### config.mk
export PLATFORM = sky130hd
export DESIGN_NAME = adapt_rx_top
export DESIGN_NICKNAME = d
export VERILOG_FILES = /design/src/adapt_pkg.sv /design/src/adapt_fifo.sv /design/src/adapt_rx_top.sv /design/src/bitsync.sv /design/src/latency_measure.sv
export SDC_FILE = /design/constraint.sdc
export NUM_CORES = 1
export LEC_CHECK = 0
export ABC_AREA = 1
export BUFFER_PORTS_ARGS = -buffer_cell sky130_fd_sc_hd__buf_2
export CORE_MARGIN = 10
export CORE_UTILIZATION = 55
export CTS_BUF_LIST = sky130_fd_sc_hd__clkbuf_4
export CTS_CLUSTER_DIAMETER = 100
export DETAILED_ROUTE_END_ITERATION = 8
export PLACE_DENSITY = 0.81
export SETUP_SLACK_MARGIN = 0.4
export SLEW_MARGIN = 30
export SYNTH_ARGS = -nofsm -noshare
export SYNTH_HDL_FRONTEND = slang
export SYNTH_SLANG_ARGS = --single-unit
### constraint.sdc
create_clock -name s_clk -period 3.8 [get_ports s_clk]
set_clock_uncertainty 0.15 [all_clocks]
set_input_delay 0.38 -clock s_clk [delete_from_list [all_inputs] [get_ports s_clk]]
set_output_delay 0.38 -clock s_clk [all_outputs]
set_load 0.03 [all_outputs]
### src/adapt_pkg.sv
// Receive adapter shared definitions
// Widths, FIFO depths and the structs passed between FIFOs and top
package adapt_pkg;

  // Sizing
  localparam int DATA_W      = 16; // Data word width
  localparam int MAIN_DEPTH  = 8;  // Main FIFO entries
  localparam int PS_DEPTH    = 4;  // Power-save FIFO entries
  localparam int SYNC_STAGES = 2;  // Flops per bit synchronizer

  // Plain vector types
  typedef logic [DATA_W-1:0] data_t;       // One data word
  typedef logic [1:0]        power_mode_t; // Bit 1 picks main FIFO, bit 0 unused

  // FIFO state seen by latency block and top
  typedef struct packed {
    logic empty;  // Pointers equal
    logic full;   // Same address, wrap bits differ
    logic wr_msb; // Write pointer wrap bit
    logic rd_msb; // Read pointer wrap bit
  } fifo_status_t;

  // Registered read port
  typedef struct packed {
    logic  valid; // One cycle after a legal read
    data_t data;  // Holds last word when valid low
  } fifo_rd_t;

endpackage

### src/adapt_fifo.sv
// Single-clock FIFO with wrap-bit pointers
// Exports empty, full and both wrap bits; read data is registered
`timescale 1ns/1ps

module adapt_fifo
  import adapt_pkg::*;
#(
  parameter int DEPTH = 8 // Entries, power of two
) (
  input  logic         s_clk,   // Core clock
  input  logic         s_rst_n, // Sync reset, active low
  input  logic         wr_en,   // Write strobe
  input  data_t        wr_data, // Word to store
  input  logic         rd_en,   // Read strobe
  output fifo_rd_t     rd_out,  // Valid and data, one cycle after read
  output fifo_status_t status   // Flags and wrap bits
);

  localparam int ADDR_W = $clog2(DEPTH); // Address bits into storage
  localparam int PTR_W  = ADDR_W + 1;    // Extra bit marks each wrap

  // Storage
  data_t mem [DEPTH]; // Register array, no reset

  // Pointers
  logic [PTR_W-1:0]  wr_ptr;  // Next slot to write
  logic [PTR_W-1:0]  rd_ptr;  // Next slot to read
  logic [ADDR_W-1:0] wr_addr; // Low bits of write pointer
  logic [ADDR_W-1:0] rd_addr; // Low bits of read pointer
  logic              wr_wrap; // Write pointer wrap bit
  logic              rd_wrap; // Read pointer wrap bit

  // Flags and accepted strobes
  logic fifo_empty; // Nothing stored
  logic fifo_full;  // All slots used
  logic wr_ok;      // Write taken this cycle
  logic rd_ok;      // Read taken this cycle

  // Read port registers
  logic  rd_valid_q; // Pulses after each legal read
  data_t rd_data_q;  // Last word read

  assign wr_addr = wr_ptr[ADDR_W-1:0];
  assign rd_addr = rd_ptr[ADDR_W-1:0];
  assign wr_wrap = wr_ptr[ADDR_W];
  assign rd_wrap = rd_ptr[ADDR_W];

  // Flags follow the registered pointers, so they move the cycle after a strobe
  assign fifo_empty = (wr_ptr == rd_ptr);
  assign fifo_full  = (wr_addr == rd_addr) && (wr_wrap != rd_wrap);

  // Each strobe judged on its own flag
  assign wr_ok = wr_en && !fifo_full;  // Write into full FIFO is dropped
  assign rd_ok = rd_en && !fifo_empty; // Read from empty FIFO is ignored

  // Write pointer
  always_ff @(posedge s_clk) begin
    if (!s_rst_n) begin
      wr_ptr <= '0;
    end else if (wr_ok) begin
      wr_ptr <= wr_ptr + 1'b1; // Carry into MSB toggles wrap bit
    end
  end

  // Read pointer
  always_ff @(posedge s_clk) begin
    if (!s_rst_n) begin
      rd_ptr <= '0;
    end else if (rd_ok) begin
      rd_ptr <= rd_ptr + 1'b1;
    end
  end

  // Storage write
  always_ff @(posedge s_clk) begin
    if (wr_ok) begin
      mem[wr_addr] <= wr_data;
    end
  end

  // Read valid, one-cycle pulse
  always_ff @(posedge s_clk) begin
    if (!s_rst_n) begin
      rd_valid_q <= 1'b0;
    end else begin
      rd_valid_q <= rd_ok;
    end
  end

  // Read data, held between reads
  always_ff @(posedge s_clk) begin
    if (!s_rst_n) begin
      rd_data_q <= '0; // Known value before first read
    end else if (rd_ok) begin
      rd_data_q <= mem[rd_addr];
    end
  end

  // Outputs
  assign rd_out.valid  = rd_valid_q;
  assign rd_out.data   = rd_data_q;
  assign status.empty  = fifo_empty;
  assign status.full   = fifo_full;
  assign status.wr_msb = wr_wrap; // Toggles once per write wrap
  assign status.rd_msb = rd_wrap; // Toggles once per read wrap

endmodule

### src/adapt_rx_top.sv
// Receive adapter top
// Steers strobes to main or power-save FIFO and muxes their outputs
`timescale 1ns/1ps

module adapt_rx_top
  import adapt_pkg::*;
(
  input  logic        s_clk,           // Core clock
  input  logic        s_rst_n,         // Sync reset, active low
  input  power_mode_t fifo_power_mode, // Bit 1 picks main FIFO, bit 0 ignored
  input  logic        wr_en,           // Write strobe
  input  data_t       wr_data,         // Word to store
  input  logic        rd_en,           // Read strobe
  output fifo_rd_t    rd_out,          // Read port of selected FIFO
  output logic        empty,           // Selected FIFO empty
  output logic        full,            // Selected FIFO full, writes now lost
  output logic        latency_pulse    // Wrap-ahead marker
);

  logic         sel_main;    // Main FIFO in use
  logic         main_wr_en;  // Write strobe to main FIFO
  logic         main_rd_en;  // Read strobe to main FIFO
  logic         ps_wr_en;    // Write strobe to power-save FIFO
  logic         ps_rd_en;    // Read strobe to power-save FIFO
  fifo_rd_t     main_rd_out; // Main FIFO read port
  fifo_rd_t     ps_rd_out;   // Power-save FIFO read port
  fifo_status_t main_status; // Main FIFO flags and wrap bits
  fifo_status_t ps_status;   // Power-save FIFO flags and wrap bits

  assign sel_main = fifo_power_mode[1];

  // Unselected FIFO sees no strobes and keeps its contents
  assign main_wr_en = wr_en && sel_main;
  assign main_rd_en = rd_en && sel_main;
  assign ps_wr_en   = wr_en && !sel_main;
  assign ps_rd_en   = rd_en && !sel_main;

  adapt_fifo #(
    .DEPTH (MAIN_DEPTH)
  ) main_fifo (
    .s_clk   (s_clk),
    .s_rst_n (s_rst_n),
    .wr_en   (main_wr_en),
    .wr_data (wr_data),
    .rd_en   (main_rd_en),
    .rd_out  (main_rd_out),
    .status  (main_status)
  );

  adapt_fifo #(
    .DEPTH (PS_DEPTH)
  ) ps_fifo (
    .s_clk   (s_clk),
    .s_rst_n (s_rst_n),
    .wr_en   (ps_wr_en),
    .wr_data (wr_data),
    .rd_en   (ps_rd_en),
    .rd_out  (ps_rd_out),
    .status  (ps_status)
  );

  latency_measure latency_measure_inst (
    .s_clk           (s_clk),
    .s_rst_n         (s_rst_n),
    .fifo_power_mode (fifo_power_mode),
    .main_status     (main_status),
    .ps_status       (ps_status),
    .latency_pulse   (latency_pulse)
  );

  // Output mux, follows the mode directly
  assign rd_out = sel_main ? main_rd_out : ps_rd_out;
  assign empty  = sel_main ? main_status.empty : ps_status.empty;
  assign full   = sel_main ? main_status.full : ps_status.full;

endmodule

### src/bitsync.sv
// Multi-flop bit synchronizer
// Each bit is treated independently, chain loads RESET_VAL on reset
`timescale 1ns/1ps

module bitsync
  import adapt_pkg::*;
#(
  parameter int               WIDTH     = 1,  // Bits synchronized side by side
  parameter logic [WIDTH-1:0] RESET_VAL = '0  // Value of every stage after reset
) (
  input  logic             s_clk,    // Destination clock
  input  logic             s_rst_n,  // Sync reset, active low
  input  logic [WIDTH-1:0] data_in,  // Quasi-static source bits
  output logic [WIDTH-1:0] data_out  // Synchronized copy
);

  logic [WIDTH-1:0] sync_q [SYNC_STAGES]; // Stage 0 samples the input

  always_ff @(posedge s_clk) begin
    if (!s_rst_n) begin
      for (int i = 0; i < SYNC_STAGES; i++) begin
        sync_q[i] <= RESET_VAL;
      end
    end else begin
      sync_q[0] <= data_in; // First capture, may go metastable
      for (int i = 1; i < SYNC_STAGES; i++) begin
        sync_q[i] <= sync_q[i-1]; // Settle through the chain
      end
    end
  end

  assign data_out = sync_q[SYNC_STAGES-1]; // Last stage only

endmodule

### src/latency_measure.sv
// Latency marker for the receive FIFOs
// Syncs wrap bits of both FIFOs, pulse is high while write is one wrap ahead
`timescale 1ns/1ps

module latency_measure
  import adapt_pkg::*;
(
  input  logic         s_clk,           // Core clock
  input  logic         s_rst_n,         // Sync reset, active low
  input  power_mode_t  fifo_power_mode, // Bit 1 picks main FIFO
  input  fifo_status_t main_status,     // Main FIFO flags and wrap bits
  input  fifo_status_t ps_status,       // Power-save FIFO flags and wrap bits
  output logic         latency_pulse    // Write wrapped once more than read
);

  logic [1:0] main_msb_sync; // {wr, rd} wrap bits, main FIFO
  logic [1:0] ps_msb_sync;   // {wr, rd} wrap bits, power-save FIFO
  logic       main_diff;     // Main FIFO wrap mismatch
  logic       ps_diff;       // Power-save FIFO wrap mismatch

  // Pointers may come from other domains in the full product
  bitsync #(
    .WIDTH     (2),
    .RESET_VAL (2'b00)
  ) main_msb_bitsync (
    .s_clk    (s_clk),
    .s_rst_n  (s_rst_n),
    .data_in  ({main_status.wr_msb, main_status.rd_msb}),
    .data_out (main_msb_sync)
  );

  bitsync #(
    .WIDTH     (2),
    .RESET_VAL (2'b00)
  ) ps_msb_bitsync (
    .s_clk    (s_clk),
    .s_rst_n  (s_rst_n),
    .data_in  ({ps_status.wr_msb, ps_status.rd_msb}),
    .data_out (ps_msb_sync)
  );

  assign main_diff = main_msb_sync[1] ^ main_msb_sync[0];
  assign ps_diff   = ps_msb_sync[1] ^ ps_msb_sync[0];

  // Third cycle of delay after the two sync stages
  always_ff @(posedge s_clk) begin
    if (!s_rst_n) begin
      latency_pulse <= 1'b0;
    end else begin
      latency_pulse <= fifo_power_mode[1] ? main_diff : ps_diff; // Mode change seen next cycle
    end
  end

endmodule

==> results.sh <==
export IMPL_crit_end="main_fifo.mem[2][14]"
export IMPL_hold_viol=0
export IMPL_clock_latency_ns=0.69
export IMPL_critPathMaxStageDelay_ns=0.68
export IMPL_finalCritPeriodShare_pct=71.3
export IMPL_finalWeightedCongestion=0.804
export IMPL_crit_fanout=15
export IMPL_setup_viol=0
export IMPL_viasPerCell=5.37
export IMPL_outcome="finished, final reports clean"
export IMPL_clk_pin_slew_worst_paths_ns=0.07
export IMPL_cts_htree_levels=2
export IMPL_worst_slew_pin_transition_ns=0.839
export IMPL_clock_sinks=249
export IMPL_port_buffers=40
export IMPL_r2r_slack_ns=1.09
export IMPL_critical_path_cell_chain="clkinv_1 > nand2_1 > nand2_1 > nand4_2 > nand3_1 > nor2_1 > buf_4"
export IMPL_area_delta_synth_final_pct=13.3
export IMPL_avgSynthCellArea_sq_um=10.4
export IMPL_grt_use_total_pct=17.4
export IMPL_min_path_type="input port to flip-flop"
export IMPL_ys_types=28
export IMPL_cap_violations=0
export IMPL_drt_iter0_markers=493
export IMPL_cp_depth=7
export IMPL_whs_ns=0.0533
export IMPL_dp_hpwl_um=12500
export IMPL_irDropWorstVdd_uv=333
export IMPL_dieArea_sq_mm=0.0242
export IMPL_p_leak_nw=4.58
export IMPL_grt_max_degree=65
export IMPL_ios=42
export IMPL_grt_antenna_before_repair=1
export IMPL_fin_crit_ns=2.71
export IMPL_critPathTopFamily="simple AND/OR/NAND/NOR gates"
export IMPL_startpoint_type="flip-flop"
export IMPL_num_nets_final=1085
export IMPL_synth_area_top_cells="edfxtp_1 57%, dfxtp_1 11%, nand2_1 8.8%"
export IMPL_layout_commonest_cell="nand2_1"
export IMPL_worstReg2RegEnd="main_fifo.mem[2][14]"
export IMPL_synth_top_area_share_pct=57.1
export IMPL_regToRegStartpoint="main_fifo.rd_ptr[0]"
export IMPL_initial_core_util_pct=56.0
export IMPL_required_ns=4.01
export IMPL_wl_per_cell_um=16.0
export IMPL_ys_seq_area_share_pct=68.4
export IMPL_die_width_um=156
export IMPL_drc=0
export IMPL_routed_wl_um=21400
export IMPL_endpoint_kind="flip-flop"
export IMPL_grt_pass1_vias=7029
export IMPL_syn_inst=968
export IMPL_dp_cells=1203
export IMPL_yosysWarnings=0
export IMPL_startpoint="main_fifo.rd_ptr[0]"
export IMPL_syn_num_nets=997
export IMPL_p_per_area_mw_per_mm2=504
export IMPL_clk_path_buf_depth=3
export IMPL_cts_inserted_buffers=60
export IMPL_cp_data_arrival_time_ns=2.92
export IMPL_firstDrtPassIters=5
export IMPL_post_cts_setup_buffer_count=0
export IMPL_max_clock_freq_ghz=0.369
export IMPL_syn_area_sq_mm=0.0101
export IMPL_cp_slowest_cell="nor2_1"
export IMPL_crit_type="flip-flop to flip-flop"
export IMPL_ctsRootBufferMaster="clkbuf_4"
export IMPL_num_vias=7150
export IMPL_dieHeight_um=156
export IMPL_grt_overflow=0
export IMPL_fin_tns_setup_ns=0
export IMPL_ant_nets=0
export IMPL_core_area_sq_mm=0.0180
export IMPL_cts_tree="done"
export IMPL_crit_buf_inv=2
export IMPL_yosys_area_top_type="edfxtp_1"
export IMPL_rsz0062_at_grt="false"
export IMPL_drive_gt1_share_pct=15.2
export IMPL_maxSlewViolCount=0
export IMPL_num_rows=49
export IMPL_fin_cells=1332
export IMPL_final_cell_mix="237 x nand2_1, 192 x edfxtp_1, 144 x nor2_1, 109 x nand3_1, 91 x clkbuf_4"
export IMPL_cpMostUsedCell="nand2_1"
export IMPL_slew_headroom_pct=43.9
export IMPL_ys_ff_latch=249
export IMPL_ff2ff_path_depth=7
export IMPL_grt_pass1_wl_um=34100
## metrics by stage
stage	cell area, sq um	setup slack [ns]	util [%]	power [mW]
finish	11400	1.09	63.5	5.77
global route	11400	0.870	63.5	6.02
CTS	11400	1.06	63.5	5.82
detailed placement	10500	1.06	58.1	3.66
global placement	10500	1.26	58.1	3.64
floorplan	10100	1.55	-	3.50
## report_power, final
group / total, mW / internal (mW) / leakage (nW) / switching [mW]
sequential: 3.04 / 3.01 / 2.20 / 0.0364
clock: 2.15 / 1.16 / 0.465 / 0.995
combinational: 0.577 / 0.173 / 1.91 / 0.404
total: 5.77 / 4.33 / 4.58 / 1.43
## routing by layer
| layer | wire [um] | share of wire [%] | up-vias | GRT usage, % |
|---|---|---|---|---|
| li1 | - | - | 3452 | - |
| met3 | 1490 | 7.0 | 35 | 4.00 |
| met1 | 8810 | 41 | 3386 | 20.8 |
| met2 | 10600 | 49 | 277 | 29.1 |
| met4 | 488 | 2.3 | 0 | 8.82 |
| met5 | 0 | 0 | - | 0 |
## cell families after synthesis
kind of cell	after synthesis	synth area share, %
flip-flops	249	68.4
AND/OR/NAND/NOR	499	20.3
adder cells (fa/ha/maj)	7	0.867
multiplexers	1	0.0991
buffers and inverters	107	4.66
XOR/XNOR	9	0.780
AO/OA/AOI/OAI	96	4.87
## area by class of cell
type / instances / area, sq um
fillers: 1394 / 6580
repair buffers: 80 / 553
clock buffers: 91 / 683
well taps: 229 / 287
inverters: 53 / 199
multi-input cells: 612 / 2720
clock inverters: 17 / 92.6
diodes: 1 / 2.50
flip-flops and latches: 249 / 6910
## how the worst min path moves through the flow
stage | start | end | slack, ns | cells past startpoint
floorplan | flip-flop | flip-flop | 0.24 | 2
global placement | latency_measure_inst.ps_msb_bitsync.sync_q[0][0] | latency_measure_inst.ps_msb_bitsync.sync_q[0][2] | 0.24 | 2
detailed placement | latency_measure_inst.ps_msb_bitsync.sync_q[0][0] | latency_measure_inst.ps_msb_bitsync.sync_q[0][2] | 0.25 | 2
CTS | fifo_power_mode[1] | latency_measure_inst.latency_pulse | 0.04 | 3
global route | s_rst_n | latency_measure_inst.ps_msb_bitsync.sync_q[0][2] | 0.05 | 3
finish | s_rst_n | main_fifo.rd_data_q[2] | 0.05 | 3
## repair_timing
item / CTS / global route
gates resized for setup: 0 / 0
hold endpoints to repair: 195 / 0
hold buffers: 20 / 0
## flip-flops by register name, summed over array words and instances, names as in the netlist
register                                      count
main_fifo.mem                                   128
ps_fifo.mem                                      64
main_fifo.rd_data_q                              16
ps_fifo.rd_data_q                                16
latency_measure_inst.main_msb_bitsync.sync_q      4
latency_measure_inst.ps_msb_bitsync.sync_q        4
main_fifo.rd_ptr                                  4
main_fifo.wr_ptr                                  4
ps_fifo.rd_ptr                                    3
ps_fifo.wr_ptr                                    3
latency_measure_inst.latency_pulse                1
main_fifo.rd_valid_q                              1
ps_fifo.rd_valid_q                                1
## worst register-to-register path: cells and delay by family (launching register included)
kind          cells  cell delay, ns
buf+inv           2            0.48
flops             1            0.49
simple gates      5            1.30
## synth_stat cells
master and count:
a21oi_1 9, a21oi_4 1, buf_1 5, buf_2 21, buf_4 3, buf_6 4, clkbuf_1 20, clkbuf_2 1
clkinv_1 1, dfxtp_1 57, edfxtp_1 192, ha_1 7, inv_1 48, inv_2 4, mux2i_1 1, nand2_1 237
nand2_2 2, nand2_4 2, nand3_1 109, nand3b_1 2, nand4_2 1, nor2_1 144, nor2_4 1, nor3_1 1
o21ai_0 81, o21ai_1 5, xnor2_1 4, xor2_1 5
No activity file was read; power rests on OpenSTA's default activity.
